File: config.mk
export PLATFORM = sky130hd
export DESIGN_NAME = eeprom_ctrl_top
export DESIGN_NICKNAME = d
export VERILOG_FILES = /design/src/verilog/eeprom_pkg.sv /design/src/verilog/eeprom_ctrl_top.sv /design/src/verilog/i2c_bit_engine.sv /design/src/verilog/eeprom_seq.sv /design/src/verilog/axil_regs.sv
export VERILOG_INCLUDE_DIRS = /design/src /design/src/include
export SDC_FILE = /design/constraint.sdc
export NUM_CORES = 1
export LEC_CHECK = 0
export BUFFER_PORTS_ARGS = -buffer_cell sky130_fd_sc_hd__buf_2
export CORE_UTILIZATION = 46
export CTS_CLUSTER_DIAMETER = 200
export DETAILED_ROUTE_END_ITERATION = 8
export PLACE_DENSITY = 0.71
export SLEW_MARGIN = 5
export SYNTH_ARGS = -nofsm -noshare
export SYNTH_HDL_FRONTEND = slang
export SYNTH_SLANG_ARGS = --single-unit
File: constraint.sdc
create_clock -name CLK -period 1.99 [get_ports CLK]
set_clock_uncertainty 0.1 [all_clocks]
set_input_delay 0.0995 -clock CLK [delete_from_list [all_inputs] [get_ports CLK]]
set_output_delay 0.0995 -clock CLK [all_outputs]
set_load 0.005 [all_outputs]
File: src/include/eeprom_consts.svh
`ifndef EEPROM_CONSTS_SVH
`define EEPROM_CONSTS_SVH

// 24C16 device code, upper nibble of every control byte
`define EE_DEV_CODE 4'b1010

// 2K x 8 array
`define EE_ADDR_W 11

`define SCL_HALF 4 // CLK cycles per half SCL period

// AXI4-Lite register byte offsets
`define REG_CMD    4'h0
`define REG_ADDR   4'h4
`define REG_WDATA  4'h8
`define REG_STATUS 4'hC

`endif
File: src/verilog/eeprom_pkg.sv
`default_nettype none

`include "eeprom_consts.svh"

package eeprom_pkg;

    typedef enum logic {
        EE_WRITE = 1'b0,
        EE_READ  = 1'b1
    } ee_op_e;

    typedef struct packed {
        ee_op_e                op;
        logic [`EE_ADDR_W-1:0] addr;
        logic [7:0]            wdata;
    } ee_req_t;

    typedef struct packed {
        logic [7:0] rdata;
        logic       nack;
    } ee_rsp_t;

    typedef enum logic [1:0] {
        BC_START,
        BC_STOP,
        BC_WRITE,
        BC_READ
    } bit_cmd_e;

    typedef struct packed {
        bit_cmd_e   cmd;
        logic [7:0] tx_byte;
        logic       master_nack; // ack bit sent by master after a read byte
    } bit_req_t;

    typedef struct packed {
        logic [7:0] rx_byte;
        logic       slave_nack;
    } bit_rsp_t;

    typedef struct packed {
        logic [3:0]  awaddr;
        logic        awvalid;
        logic [31:0] wdata;
        logic [3:0]  wstrb;
        logic        wvalid;
        logic        bready;
        logic [3:0]  araddr;
        logic        arvalid;
        logic        rready;
    } axil_req_t;

    typedef struct packed {
        logic        awready;
        logic        wready;
        logic        bvalid;
        logic [1:0]  bresp;
        logic        arready;
        logic        rvalid;
        logic [31:0] rdata;
        logic [1:0]  rresp;
    } axil_rsp_t;

endpackage

`default_nettype wire

File: src/verilog/eeprom_ctrl_top.sv
`timescale 1ns/1ps
`default_nettype none

module eeprom_ctrl_top
    import eeprom_pkg::*;
(
    input  logic      CLK,
    input  logic      RESET,
    input  axil_req_t axil_in,
    output axil_rsp_t axil_out,
    output logic      scl,
    output logic      sda_drive_low,
    input  logic      sda_in
);

    logic     req_valid;
    logic     req_ready;
    ee_req_t  req;
    logic     rsp_valid;
    ee_rsp_t  rsp;
    logic     bit_valid;
    logic     bit_ready;
    bit_req_t bit_req;
    logic     bit_done;
    bit_rsp_t bit_rsp;

    axil_regs u_regs (
        .CLK       (CLK),
        .RESET     (RESET),
        .axil_in   (axil_in),
        .axil_out  (axil_out),
        .req_valid (req_valid),
        .req       (req),
        .req_ready (req_ready),
        .rsp_valid (rsp_valid),
        .rsp       (rsp)
    );

    eeprom_seq u_seq (
        .CLK       (CLK),
        .RESET     (RESET),
        .req_valid (req_valid),
        .req_ready (req_ready),
        .req       (req),
        .rsp_valid (rsp_valid),
        .rsp       (rsp),
        .bit_valid (bit_valid),
        .bit_req   (bit_req),
        .bit_ready (bit_ready),
        .bit_done  (bit_done),
        .bit_rsp   (bit_rsp)
    );

    i2c_bit_engine u_bit (
        .CLK           (CLK),
        .RESET         (RESET),
        .bit_valid     (bit_valid),
        .bit_ready     (bit_ready),
        .bit_req       (bit_req),
        .bit_done      (bit_done),
        .bit_rsp       (bit_rsp),
        .scl           (scl),
        .sda_drive_low (sda_drive_low),
        .sda_in        (sda_in)
    );

endmodule

`default_nettype wire

File: src/verilog/i2c_bit_engine.sv
`timescale 1ns/1ps
`default_nettype none

`include "eeprom_consts.svh"

module i2c_bit_engine
    import eeprom_pkg::*;
(
    input  logic     CLK,
    input  logic     RESET,
    input  logic     bit_valid,
    output logic     bit_ready,
    input  bit_req_t bit_req,
    output logic     bit_done,
    output bit_rsp_t bit_rsp,
    output logic     scl,
    output logic     sda_drive_low,
    input  logic     sda_in
);

    typedef enum logic [2:0] {
        E_IDLE,
        E_START,
        E_STOP,
        E_BIT_LOW,
        E_BIT_HIGH,
        E_DONE
    } state_e;

    localparam int unsigned HALF = `SCL_HALF;
    localparam logic [3:0] MID       = 4'(HALF / 2 - 1); // sda update / sample point
    localparam logic [3:0] HALF_END  = 4'(HALF - 1);
    localparam logic [3:0] FULL_END  = 4'(2 * HALF - 1);
    localparam logic [3:0] LAST_BIT  = 4'd8;             // ack slot

    state_e     state_q;
    logic [3:0] phase_q;
    logic [3:0] bit_cnt_q;
    bit_cmd_e   cmd_q;
    logic [7:0] tx_q;
    logic [7:0] rx_q;
    logic       mnack_q;
    logic       ack_q;
    logic       drive_bit;

    assign bit_ready          = (state_q == E_IDLE);
    assign bit_done           = (state_q == E_DONE);
    assign bit_rsp.rx_byte    = rx_q;
    assign bit_rsp.slave_nack = ack_q;

    // data bits go out msb first, the ninth slot is the ack
    always_comb
    begin
        if (bit_cnt_q < LAST_BIT)
            drive_bit = (cmd_q == BC_WRITE) && !tx_q[7];
        else
            drive_bit = (cmd_q == BC_READ) && !mnack_q;
    end

    always_ff @(posedge CLK)
    begin
        if (RESET)
        begin
            state_q       <= E_IDLE;
            phase_q       <= 4'd0;
            bit_cnt_q     <= 4'd0;
            scl           <= 1'b1;
            sda_drive_low <= 1'b0;
        end
        else
        begin
            case (state_q)
                E_IDLE:
                begin
                    if (bit_valid)
                    begin
                        phase_q   <= 4'd0;
                        bit_cnt_q <= 4'd0;
                        case (bit_req.cmd)
                            BC_START:
                            begin
                                sda_drive_low <= 1'b0; // release before scl rises
                                state_q       <= E_START;
                            end
                            BC_STOP:
                            begin
                                sda_drive_low <= 1'b1; // scl is low here
                                state_q       <= E_STOP;
                            end
                            default:
                            begin
                                scl     <= 1'b0;
                                state_q <= E_BIT_LOW;
                            end
                        endcase
                    end
                end
                E_START:
                begin
                    phase_q <= phase_q + 4'd1;
                    if (phase_q == MID)
                        scl <= 1'b1;
                    if (phase_q == HALF_END)
                        sda_drive_low <= 1'b1; // sda falls with scl high
                    if (phase_q == FULL_END)
                    begin
                        scl     <= 1'b0;
                        state_q <= E_DONE;
                    end
                end
                E_STOP:
                begin
                    phase_q <= phase_q + 4'd1;
                    if (phase_q == MID)
                        scl <= 1'b1;
                    if (phase_q == HALF_END)
                        sda_drive_low <= 1'b0; // sda rises with scl high
                    if (phase_q == FULL_END)
                        state_q <= E_DONE;
                end
                E_BIT_LOW:
                begin
                    phase_q <= phase_q + 4'd1;
                    if (phase_q == MID)
                        sda_drive_low <= drive_bit;
                    if (phase_q == HALF_END)
                    begin
                        scl     <= 1'b1;
                        phase_q <= 4'd0;
                        state_q <= E_BIT_HIGH;
                    end
                end
                E_BIT_HIGH:
                begin
                    phase_q <= phase_q + 4'd1;
                    if (phase_q == HALF_END)
                    begin
                        scl     <= 1'b0;
                        phase_q <= 4'd0;
                        if (bit_cnt_q == LAST_BIT)
                            state_q <= E_DONE;
                        else
                        begin
                            bit_cnt_q <= bit_cnt_q + 4'd1;
                            state_q   <= E_BIT_LOW;
                        end
                    end
                end
                default: state_q <= E_IDLE; // E_DONE
            endcase
        end
    end

    always_ff @(posedge CLK)
    begin
        if ((state_q == E_IDLE) && bit_valid)
        begin
            cmd_q   <= bit_req.cmd;
            tx_q    <= bit_req.tx_byte;
            mnack_q <= bit_req.master_nack;
        end
        else if ((state_q == E_BIT_LOW) && (phase_q == MID) && (bit_cnt_q < LAST_BIT))
            tx_q <= {tx_q[6:0], 1'b0};

        // sample in the middle of scl high
        if ((state_q == E_BIT_HIGH) && (phase_q == MID))
        begin
            if (bit_cnt_q < LAST_BIT)
                rx_q <= {rx_q[6:0], sda_in};
            else
                ack_q <= sda_in;
        end
    end

endmodule

`default_nettype wire

File: src/verilog/eeprom_seq.sv
`timescale 1ns/1ps
`default_nettype none

`include "eeprom_consts.svh"

module eeprom_seq
    import eeprom_pkg::*;
(
    input  logic     CLK,
    input  logic     RESET,
    input  logic     req_valid,
    output logic     req_ready,
    input  ee_req_t  req,
    output logic     rsp_valid,
    output ee_rsp_t  rsp,
    output logic     bit_valid,
    output bit_req_t bit_req,
    input  logic     bit_ready,
    input  logic     bit_done,
    input  bit_rsp_t bit_rsp
);

    typedef enum logic [3:0] {
        S_IDLE,
        S_START,
        S_CTRL_WR,
        S_ADDR,
        S_DATA_WR,
        S_RSTART,
        S_CTRL_RD,
        S_DATA_RD,
        S_STOP,
        S_RESP
    } state_e;

    state_e     state_q;
    state_e     state_next;
    logic       issued_q; // step handed to the bit engine, waiting for done
    logic       nack_q;
    logic       wr_nack;
    ee_req_t    req_q;
    logic [7:0] rdata_q;
    logic [2:0] page;

    assign page = req_q.addr[`EE_ADDR_W-1:8];

    assign req_ready = (state_q == S_IDLE);
    assign rsp_valid = (state_q == S_RESP);
    assign rsp.rdata = rdata_q;
    assign rsp.nack  = nack_q;

    assign bit_valid = !issued_q && (state_q != S_IDLE) && (state_q != S_RESP);

    always_comb
    begin
        bit_req.cmd         = BC_WRITE;
        bit_req.tx_byte     = 8'h00;
        bit_req.master_nack = 1'b0;
        case (state_q)
            S_START,
            S_RSTART:  bit_req.cmd = BC_START;
            S_CTRL_WR: bit_req.tx_byte = {`EE_DEV_CODE, page, 1'b0};
            S_ADDR:    bit_req.tx_byte = req_q.addr[7:0];
            S_DATA_WR: bit_req.tx_byte = req_q.wdata;
            S_CTRL_RD: bit_req.tx_byte = {`EE_DEV_CODE, page, 1'b1};
            S_DATA_RD:
            begin
                bit_req.cmd         = BC_READ;
                bit_req.master_nack = 1'b1; // single byte, so always the last one
            end
            S_STOP:    bit_req.cmd = BC_STOP;
            default:   bit_req.cmd = BC_WRITE;
        endcase
    end

    // slave nack only matters on bytes we sent
    assign wr_nack = bit_rsp.slave_nack && ((state_q == S_CTRL_WR) || (state_q == S_ADDR)
                     || (state_q == S_DATA_WR) || (state_q == S_CTRL_RD));

    always_comb
    begin
        case (state_q)
            S_START:   state_next = S_CTRL_WR;
            S_CTRL_WR: state_next = S_ADDR;
            S_ADDR:    state_next = (req_q.op == EE_READ) ? S_RSTART : S_DATA_WR;
            S_DATA_WR: state_next = S_STOP;
            S_RSTART:  state_next = S_CTRL_RD;
            S_CTRL_RD: state_next = S_DATA_RD;
            S_DATA_RD: state_next = S_STOP;
            S_STOP:    state_next = S_RESP;
            default:   state_next = S_IDLE;
        endcase
        if (wr_nack)
            state_next = S_STOP;
    end

    always_ff @(posedge CLK)
    begin
        if (RESET)
        begin
            state_q  <= S_IDLE;
            issued_q <= 1'b0;
            nack_q   <= 1'b0;
        end
        else
        begin
            if (bit_valid && bit_ready)
                issued_q <= 1'b1;

            case (state_q)
                S_IDLE:
                begin
                    if (req_valid)
                    begin
                        nack_q  <= 1'b0;
                        state_q <= S_START;
                    end
                end
                S_RESP:  state_q <= S_IDLE;
                default:
                begin
                    if (bit_done)
                    begin
                        issued_q <= 1'b0;
                        state_q  <= state_next;
                        if (wr_nack)
                            nack_q <= 1'b1;
                    end
                end
            endcase
        end
    end

    always_ff @(posedge CLK)
    begin
        if (req_valid && req_ready)
            req_q <= req;
        if ((state_q == S_DATA_RD) && bit_done)
            rdata_q <= bit_rsp.rx_byte;
    end

endmodule

`default_nettype wire

File: src/verilog/axil_regs.sv
`timescale 1ns/1ps
`default_nettype none

`include "eeprom_consts.svh"

module axil_regs
    import eeprom_pkg::*;
(
    input  logic      CLK,
    input  logic      RESET,
    input  axil_req_t axil_in,
    output axil_rsp_t axil_out,
    output logic      req_valid,
    output ee_req_t   req,
    input  logic      req_ready,
    input  logic      rsp_valid,
    input  ee_rsp_t   rsp
);

    logic                  wr_fire;
    logic                  rd_fire;
    logic                  cmd_go;
    logic                  bvalid_q;
    logic                  rvalid_q;
    logic [31:0]           rdata_q;
    logic [31:0]           rd_mux;
    logic [`EE_ADDR_W-1:0] addr_q;
    logic [7:0]            wdata_q;
    ee_op_e                op_q;
    logic                  busy_q;
    logic                  nack_q;
    logic [7:0]            rd_byte_q;

    // address and data are taken together, and never with a response pending
    assign wr_fire = axil_in.awvalid && axil_in.wvalid && !bvalid_q;
    assign rd_fire = axil_in.arvalid && !rvalid_q;

    // start bit set, dropped while a transaction runs
    assign cmd_go = wr_fire && (axil_in.awaddr == `REG_CMD) && axil_in.wstrb[0]
                    && axil_in.wdata[0] && !busy_q;

    always_comb
    begin
        axil_out.awready = wr_fire;
        axil_out.wready  = wr_fire;
        axil_out.bvalid  = bvalid_q;
        axil_out.bresp   = 2'b00; // OKAY
        axil_out.arready = !rvalid_q;
        axil_out.rvalid  = rvalid_q;
        axil_out.rdata   = rdata_q;
        axil_out.rresp   = 2'b00;
    end

    always_comb
    begin
        case (axil_in.araddr)
            `REG_CMD:    rd_mux = {30'd0, op_q, 1'b0};
            `REG_ADDR:   rd_mux = {{(32 - `EE_ADDR_W){1'b0}}, addr_q};
            `REG_WDATA:  rd_mux = {24'd0, wdata_q};
            `REG_STATUS: rd_mux = {16'd0, rd_byte_q, 6'd0, nack_q, busy_q};
            default:     rd_mux = 32'd0;
        endcase
    end

    assign req.op    = op_q;
    assign req.addr  = addr_q;
    assign req.wdata = wdata_q;

    always_ff @(posedge CLK)
    begin
        if (RESET)
        begin
            bvalid_q  <= 1'b0;
            rvalid_q  <= 1'b0;
            req_valid <= 1'b0;
            busy_q    <= 1'b0;
            nack_q    <= 1'b0;
            rd_byte_q <= 8'd0;
        end
        else
        begin
            if (wr_fire)
                bvalid_q <= 1'b1;
            else if (axil_in.bready)
                bvalid_q <= 1'b0;

            if (rd_fire)
                rvalid_q <= 1'b1;
            else if (axil_in.rready)
                rvalid_q <= 1'b0;

            if (cmd_go)
            begin
                req_valid <= 1'b1;
                busy_q    <= 1'b1;
            end
            else if (req_valid && req_ready)
                req_valid <= 1'b0;

            // busy blocks new commands, so this never meets cmd_go
            if (rsp_valid)
            begin
                busy_q    <= 1'b0;
                nack_q    <= rsp.nack;
                rd_byte_q <= rsp.rdata;
            end
        end
    end

    always_ff @(posedge CLK)
    begin
        if (rd_fire)
            rdata_q <= rd_mux;

        if (wr_fire && (axil_in.awaddr == `REG_ADDR))
        begin
            if (axil_in.wstrb[0])
                addr_q[7:0] <= axil_in.wdata[7:0];
            if (axil_in.wstrb[1])
                addr_q[`EE_ADDR_W-1:8] <= axil_in.wdata[`EE_ADDR_W-1:8];
        end

        if (wr_fire && (axil_in.awaddr == `REG_WDATA) && axil_in.wstrb[0])
            wdata_q <= axil_in.wdata[7:0];

        if (cmd_go)
            op_q <= ee_op_e'(axil_in.wdata[1]); // 1 = random read
    end

endmodule

`default_nettype wire

==> Flow_metrics.wiki, run 1 <==
{| class="wikitable"
! Metric !! Value
|-
| Result of the run || finished clean
|-
| Vias in the first global route || 3515
|-
| Wirelength per Cell || 15.4 um
|-
| Highest ir drop seen on vdd || 608 uV
|-
| HPWL Detailed || 6960 um
|-
| Worst r2r src || u_bit.phase_q[0]$_SDFFE_PP0P_
|-
| Crit end category || flop
|-
| Capturing element of the worst setup path || u_bit.state_q[0]$_SDFFE_PP0P_
|-
| Largest net degree at the start of global routing || 21
|-
| Delay-heaviest family, CP || compound AO/OA/AOI/OAI gates
|-
| Count of buffers from port buffering || 51
|-
| Period minus WS final || 1840 ps
|-
| Launching instance or port of the critical path || u_bit.phase_q[0]$_SDFFE_PP0P_
|-
| Worst Setup Path Type || reg -> reg
|-
| Total Neg Setup Slack || 0 ps
|-
| Worst path required time || 2290 ps
|-
| Count of nets after finishing || 591
|-
| Max Buffers Root-to-Sink || 2
|-
| Sw power || 0.00122 W
|-
| Share of cells above drive strength 1 || 23.2%
|-
| Vias per cell || 5.33
|-
| DRT Wirelength || 10600 um
|-
| Total track usage || 19.5%
|-
| Share of the cycle needed by the critical path after routing || 92.5%
|-
| Detail Route Antenna Nets || 0
|-
| Logic depth of the worst setup path including buffers || 7
|-
| Routed vias || 3666
|-
| Number of instances in the synthesized netlist || 445
|-
| Cell-by-cell trace of the critical path || ha_2, nor3b_2, buf_4, nor2_1, a21oi_1, o21ai_0, a221oi_1
|-
| Final Slew Violations || 0
|-
| Combinational Power Share || 3.3%
|-
| Count of buffering cells on the critical path with inverters included || 1
|-
| CTS tree || done
|-
| Critical-path top delay cell || dfxtp_1
|-
| Placement row count || 38
|-
| Number of inserted filler cells in the final layout || 856
|-
| Number of flip-flops and latches in the synthesized netlist || 116
|-
| Die Area || 0.0116 mm2
|-
| Upper clock frequency limit || 0.543 GHz
|-
| DRC marker count from the first detailed-route iteration || 208
|-
| R2R depth || 7
|-
| Die Span Y || 107 um
|-
| Worst r2r dst || u_bit.state_q[0]$_SDFFE_PP0P_
|-
| Worst min path class || in -> reg
|-
| Slowest Stage Delay on Critical Path || 400 ps
|-
| Part of the Yosys area used for sequential elements || 61.8%
|-
| Proportion of synthesized flip-flops having asynchronous set or reset || 0%
|-
| Power share of the sequential group || 47.9%
|-
| Initial antenna violation count || 0
|-
| Count of placed standard cells including taps || 631
|-
| Type of element launching the critical path || flop
|-
| Gr ovfl total || 0
|-
| Setup Viol. Count Final || 0
|-
| Clk pin slew, worst setup/hold paths || 60 ps
|-
| Diodes inserted || 0
|-
| Power per standard cell area || 866 mW/mm2
|-
| Root Driver || clkbuf_8
|-
| Synth cell types || 61
|-
| EDFF count, synth || 84
|-
| Count of yosys warnings during synthesis || 0
|-
| Number of cells in the finished layout apart from fillers || 688
|-
| Placeable core area || 0.0108 mm2
|-
| Post-Synthesis Cell Area || 0.00512 mm2
|-
| Clock sinks || 116
|-
| Max-Cap Viols || 0
|-
| I/O pin total || 95
|-
| Post-Syn Area per Cell || 11.5 um2
|-
| H-tree level count || 4
|-
| Die Width || 107 um
|-
| Clock latency reported for the late side of the worst-skew pair || 510 ps
|-
| Commonest register cell after synthesis || edfxtp_1
|-
| Clk network pwr share || 48.8%
|-
| Remaining DRCs || 0
|-
| CTS buffer count || 17
|-
| Count of final hold-check violations || 0
|-
| Smallest hold slack || 40.3 ps
|-
| Layout-stage area growth over the synthesis result || 22.9%
|-
| RSZ-0062 raised after global routing || no
|-
| Net Sw Frac || 22.5%
|-
| Detailed Routing Iterations Pass 1 || 5
|-
| Placer's final routability congestion estimate || 0.843
|-
| Flop-to-flop setup slack || 150 ps
|-
| Internal portion of total power || 0.00422 W
|-
| Arrival time at the worst endpoint || 2140 ps
|-
| Worst-path fanout max || 4
|-
| Starting utilization of the core area || 47.2%
|-
| Standby leakage power || 2.39 nW
|-
| First-pass GRT wire length || 16900 um
|}
[final cells by class]
class,count,area (um2),share of cell area [%]
clock inverter,14,108,1.71
inverter,9,33.8,0.537
timing repair buffer,99,678,10.8
multi-input combinational,292,1710,27.2
clock buffer,18,418,6.65
tap,140,175,2.79
sequential,116,3170,50.4
[power groups by stage]
| stage | registers, W | clock network [W] | logic [W] |
|---|---|---|---|
| 2_1_floorplan | 0.00266 | 0 | 0.0000965 |
| 3_3_place_gp | 0.00266 | 0 | 0.000133 |
| 3_5_place_dp | 0.00266 | 0 | 0.000139 |
| 4_1_cts | 0.00261 | 0.00269 | 0.000177 |
| 5_1_grt | 0.00261 | 0.00279 | 0.000199 |
| 6_report | 0.00261 | 0.00266 | 0.000181 |
[sequential cells by signal, summed over array words and instances (netlist names), 2 cells and up]
signal	cells
u_seq.req_q	17
u_regs.rdata_q	16
u_regs.addr_q	11
u_bit.rx_q	8
u_bit.tx_q	8
u_regs.rd_byte_q	8
u_regs.wdata_q	8
u_seq.rdata_q	8
u_bit.bit_cnt_q	4
u_bit.phase_q	4
u_seq.state_q	4
u_bit.state_q	3
u_seq.page	3
u_bit.cmd_q	2
[worst reg2reg max path, stage by stage (launching register included)]
cell and delay, ps:
dfxtp_1 400, ha_2 240, nor3b_2 210, buf_4 160, nor2_1 60, a21oi_1 140
o21ai_0 120, a221oi_1 300
[worst min-delay path by stage]
stage           startpoint                     endpoint  slack, ps  cells after the start
2_1_floorplan       sda_in        u_bit.ack_q$_DFFE_PP_        100                      0
3_3_place_gp   axil_in[22]  u_regs.addr_q[10]$_DFFE_PP_        180                      1
3_5_place_dp   axil_in[22]  u_regs.addr_q[10]$_DFFE_PP_        180                      1
4_1_cts        axil_in[46]   u_regs.addr_q[9]$_DFFE_PP_          1                      3
5_1_grt        axil_in[46]   u_regs.addr_q[9]$_DFFE_PP_         50                      3
6_report       axil_in[46]   u_regs.addr_q[9]$_DFFE_PP_         40                      3
[cells in the mapped netlist (all sizes together) (2+ instances only)]
cell | number | share of area [%]
edfxtp | 84 | 49
nor2 | 50 | 3.7
nand2 | 36 | 2.7
a21oi | 33 | 3.3
buf | 33 | 4.5
dfxtp | 32 | 13
o21ai | 18 | 1.8
clkbuf | 14 | 1.1
a22oi | 13 | 1.9
nor3 | 12 | 1.3
and3 | 10 | 1.2
inv | 9 | 0.66
nand2b | 8 | 0.98
nand3 | 7 | 0.68
nor2b | 7 | 0.86
a211oi | 6 | 0.88
nor3b | 6 | 0.98
a31oi | 5 | 0.61
mux2i | 5 | 0.98
xor2 | 5 | 0.86
ha | 4 | 0.98
nor4 | 4 | 0.78
and2 | 3 | 0.37
and3b | 3 | 0.51
nand3b | 3 | 0.44
xnor2 | 3 | 0.51
a2bb2oi | 2 | 0.34
mux2 | 2 | 0.44
nand4 | 2 | 0.24
nand4b | 2 | 0.34
nor4b | 2 | 0.34
o21a | 2 | 0.29
o31ai | 2 | 0.29
or2 | 2 | 0.24
or3 | 2 | 0.24
or3b | 2 | 0.39
or4b | 2 | 0.39
[cells by family (layout without fill, tap and decap cells)]
family,count (synthesis),after routing,share of synthesized area [%]
mux,8,8,1.86
xor+xnor,8,8,1.37
other cells,1,20,0.0733
buf+inv,56,140,6.26
compound gates,87,87,10.5
simple gates,165,165,17.1
flops,116,116,61.8
fa+ha+maj,4,4,0.978
[per-stage QoR]
step | util, % | power, W | area (um2) | setup WS [ps]
after global placement | 50.8 | 0.00279 | 5510 | 119
after global routing | 58.0 | 0.00559 | 6290 | 5.43
after detailed placement | 50.8 | 0.00280 | 5510 | 25.1
after CTS | 57.9 | 0.00548 | 6280 | 6.14
final | 58.0 | 0.00545 | 6290 | 148
after floorplan | - | 0.00275 | 5190 | 47.7
[routing by layer]
metal / share of wire (%) / global-route usage, % / up-vias
li1: - / - / 1758
met1: 43 / 23.5 / 1771
met2: 52 / 33.2 / 124
met3: 4.5 / 4.96 / 13
met4: 1.3 / 8.12 / 0
met5: 0 / 0 / -
[placed cells by master, fill, tap and decap left out, drive strengths merged, types with 8 or more instances in the layout]
cell and instances:
nand2b 8, conb 20, inv 12, nor3 12
dlygate4sd3 25, nor2 50, nand2 36, o21ai 18
clkbuf 18, and3 10, a22oi 13, buf 74
a21oi 33, dfxtp 32, edfxtp 84
[what timing repair did]
action | 4_1_cts | 5_1_grt
endpoints found under the setup margin | 0 | 22
hold buffers | 25 | 0
gates resized for setup | 0 | 5
endpoints found under the hold margin | 52 | 0
buffers inserted | 0 | 0
(Power assumes the default switching activity.)
==> run 2: changes to the inputs <==
- ABC_AREA: default -> 1
- CTS_BUF_LIST: default -> sky130_fd_sc_hd__clkbuf_4 sky130_fd_sc_hd__clkbuf_8 sky130_fd_sc_hd__clkbuf_16
- PLACE_DENSITY: 0.71 -> 0.7
==> Flow_metrics.wiki, run 2 <==
{| class="wikitable"
! Metric !! Value
|-
| Result of the run || finished clean
|-
| DRC marker count from the first detailed-route iteration || 215 (+3.4%)
|-
| Power per standard cell area || 1270 mW/mm2 (+47%)
|-
| HPWL Detailed || 6570 um (-5.6%)
|-
| Cells taking the most area after synthesis || edfxtp_1, dfxtp_1, nand2_1
|-
| Vias in the first global route || 3471 (-1.3%)
|-
| CTS tree || done
|-
| Total Neg Setup Slack || 0 ps (unchanged)
|-
| Smallest hold slack || 79.8 ps (+39.6 ps)
|-
| Share of cells above drive strength 1 || 22.7% (-0.45 points)
|-
| Commonest cells post-synth || nand2_1, edfxtp_1, inv_1, nor2_1, dfxtp_1
|-
| Number of flip-flops and latches in the synthesized netlist || 116 (unchanged)
|-
| Endpoint with the worst hold slack || u_regs.rdata_q[1]$_DFFE_PP_
|-
| Synth cell types || 41 (-33%)
|-
| Max FFs per register || 17 (unchanged)
|-
| Number of instances on the worst hold path || 4 (+1)
|-
| Most flops, register || u_seq.req_q
|-
| CTS buffer count || 17 (unchanged)
|-
| Worst r2r dst || u_bit.tx_q[7]$_DFFE_PP_
|-
| Final Slew Violations || 0 (unchanged)
|-
| Initial antenna violation count || 0 (unchanged)
|-
| Largest registers in the final layout || u_seq.req_q: 17 flops, u_regs.rdata_q: 16 flops, u_regs.addr_q: 11 flops
|-
| Most frequent cells in the layout || nand2_1, edfxtp_1, inv_1
|-
| Layout-stage area growth over the synthesis result || 22.2%
|-
| Crit end category || flop
|-
| Die Area || 0.0118 mm2 (+2.5%)
|-
| Post-Synthesis Cell Area || 0.00525 mm2 (+2.6%)
|-
| Post-Syn Area per Cell || 10.2 um2 (-12%)
|-
| Relative slew slack || 54.2%
|-
| Type of element launching the critical path || flop
|-
| RSZ-0062 raised after global routing || no
|-
| Diodes inserted || 0 (unchanged)
|-
| Worst min path class || in -> reg
|-
| Proportion of synthesized flip-flops having asynchronous set or reset || 0% (unchanged)
|-
| DRT Wirelength || 9760 um (-7.9%)
|-
| Total track usage || 18.8% (-0.76 points)
|-
| Vias per cell || 4.89 (-8.3%)
|-
| Count of yosys warnings during synthesis || 0 (unchanged)
|-
| Detail Route Antenna Nets || 0 (unchanged)
|-
| EDFF count, synth || 84 (unchanged)
|-
| Top-count cell post-synth || nand2_1
|-
| Placeable core area || 0.0110 mm2 (+1.3%)
|-
| Clock latency reported for the late side of the worst-skew pair || 410 ps (-100 ps)
|-
| Period minus WS final || 1830 ps (-8.08 ps)
|-
| Worst r2r src || u_seq.state_q[1]$_SDFFE_PP0P_
|-
| Detailed Routing Iterations Pass 1 || 5 (unchanged)
|-
| Largest net degree at the start of global routing || 21 (unchanged)
|-
| Clock sinks || 116 (unchanged)
|-
| Biggest area consumer among synthesized cells || edfxtp_1
|-
| Post-layout util || 58.4% (+0.41 points)
|-
| Clk pin slew, worst setup/hold paths || 50 ps (about the same)
|-
| Transition time at the pin with the least slew margin || 686 ps
|-
| Number of instances in the synthesized netlist || 516 (+16%)
|-
| Routed vias || 3694 (+0.76%)
|-
| Upper clock frequency limit || 0.545 GHz (+0.44%)
|-
| First-pass GRT wire length || 16400 um (-2.9%)
|-
| Count of nets after finishing || 659 (+12%)
|-
| Worst min-delay path startpoint || axil_in[5]
|-
| Share of the cycle needed by the critical path after routing || 92.1% (-0.41 points)
|-
| Die Span Y || 109 um (+1.3%)
|-
| Wirelength per Cell || 12.9 um (-16%)
|-
| Arrival time at the worst endpoint || 1850 ps (-290 ps)
|-
| H-tree level count || 4 (unchanged)
|-
| Most frequent standard cell in the layout excluding fill and tap cells || nand2_1
|-
| Placer's final routability congestion estimate || 0.878 (+4.2%)
|-
| Count of buffers from port buffering || 51 (unchanged)
|-
| Flop-to-flop setup slack || 160 ps (about the same)
|-
| Die Width || 109 um (+1.3%)
|-
| Share of Yosys cell area claimed by the top area cell type || 48.0% (-1.2 points)
|-
| Commonest register cell after synthesis || edfxtp_1
|-
| Highest ir drop seen on vdd || 748 uV (+23%)
|-
| Gr ovfl total || 0 (unchanged)
|-
| Number of inserted filler cells in the final layout || 899 (+5.0%)
|-
| Part of the Yosys area used for sequential elements || 60.2% (-1.6 points)
|-
| Max-Cap Viols || 0 (unchanged)
|-
| Worst-path fanout max || 10 (+6)
|-
| I/O pin total || 95 (unchanged)
|-
| Max Buffers Root-to-Sink || 2 (unchanged)
|-
| R2R depth || 7 (unchanged)
|-
| Placement row count || 38 (unchanged)
|-
| Standby leakage power || 2.70 nW (+13%)
|-
| Starting utilization of the core area || 47.8% (+0.59 points)
|-
| Count of final hold-check violations || 0 (unchanged)
|-
| Root Driver || clkbuf_16
|-
| Worst path required time || 2010 ps (-280 ps)
|-
| Worst Setup Path Type || reg -> reg
|-
| Setup Viol. Count Final || 0 (unchanged)
|-
| Design Power || 0.00818 W (+50%)
|-
| Remaining DRCs || 0 (unchanged)
|}
[run 2: cell types whose count changed in the layout (fill, tap and decap cells not counted), moves of 7 or more]
cell / change
a22oi_1: -13
inv_1: +49
nand2_1: +78
nand2_2: +9
nor3_1: -7
buf_4: -10
nand3_1: +24
and3_1: -10
nor2_1: -8
nor2b_1: -7
nand2b_1: -8
[run 2: worst max-delay path by stage]
stage | to | cells past startpoint | startpoint
6_report | u_bit.tx_q[7]$_DFFE_PP_ | 7 | u_seq.state_q[1]$_SDFFE_PP0P_
5_1_grt | u_bit.tx_q[6]$_DFFE_PP_ | 7 | u_seq.state_q[1]$_SDFFE_PP0P_
4_1_cts | u_bit.tx_q[3]$_DFFE_PP_ | 7 | u_seq.state_q[1]$_SDFFE_PP0P_
3_5_place_dp | u_bit.tx_q[3]$_DFFE_PP_ | 7 | u_seq.state_q[1]$_SDFFE_PP0P_
3_3_place_gp | u_bit.tx_q[3]$_DFFE_PP_ | 7 | u_seq.state_q[1]$_SDFFE_PP0P_
2_1_floorplan | u_bit.rx_q[0]$_DFFE_PP_ | 3 | u_bit.phase_q[0]$_SDFFE_PP0P_
[run 2: per-layer routing]
layer / up-vias / track usage (%) / wire length, um
li1: 1844 / - / -
met1: 1747 / 22.3 / 4300
met2: 87 / 30.7 / 4860
met3: 16 / 6.22 / 429
met4: 0 / 8.78 / 174
met5: - / 0 / 0
[run 2: layout make-up]
class	instances	area, um2	area share [%]
Sequential cell	116	3160	49.3
Multi-Input combinational cell	319	1670	26.0
Tap cell	140	175	2.73
Clock buffer	20	460	7.18
Inverter	66	250	3.90
Timing Repair Buffer	83	543	8.46
Clock inverter	12	154	2.40
[run 2: cells by family (layout without fill, tap and decap cells)]
logic type | after synthesis | in the layout | synth area share, %
DFF | 116 | 116 | 60.2
adders and majority gates | 4 | 4 | 0.953
AOI/OAI and AO/OA | 65 | 65 | 7.34
buffers and inverters | 100 | 181 | 9.49
other | 1 | 20 | 0.0714
xor gates and xnor gates | 3 | 3 | 0.501
and+or+nand+nor | 227 | 227 | 21.4
[run 2: worst max-delay path, cell delays in order (launching register included)]
cell and delay (ps):
dfxtp_1 590, nor2_4 110, nand2_8 120, nand3_4 150, nor2_8 130, inv_4 70, o41ai_2 50, buf_4 220
[run 2: metrics by stage]
step                cells  setup slack (ps)  instance area, um2
floorplan             535               230                5330
global placement      705               198                5610
detailed placement    705               166                5610
CTS                   756               150                6420
global route          756              38.0                6420
finish                756               157                6420
[run 2: power by group]
| group | total, W | internal [W] | switching [W] |
|---|---|---|---|
| Sequential | 0.00299 | 0.00283 | 0.000163 |
| Combinational | 0.00209 | 0.000750 | 0.00134 |
| Clock | 0.00310 | 0.00204 | 0.00105 |
[run 2: timing repair]
| action | in CTS | in global routing |
|---|---|---|
| gates resized for setup | 0 | 0 |
| buffers inserted | 0 | 0 |
| endpoints found under the hold margin | 39 | 0 |
| hold buffers | 19 | 0 |
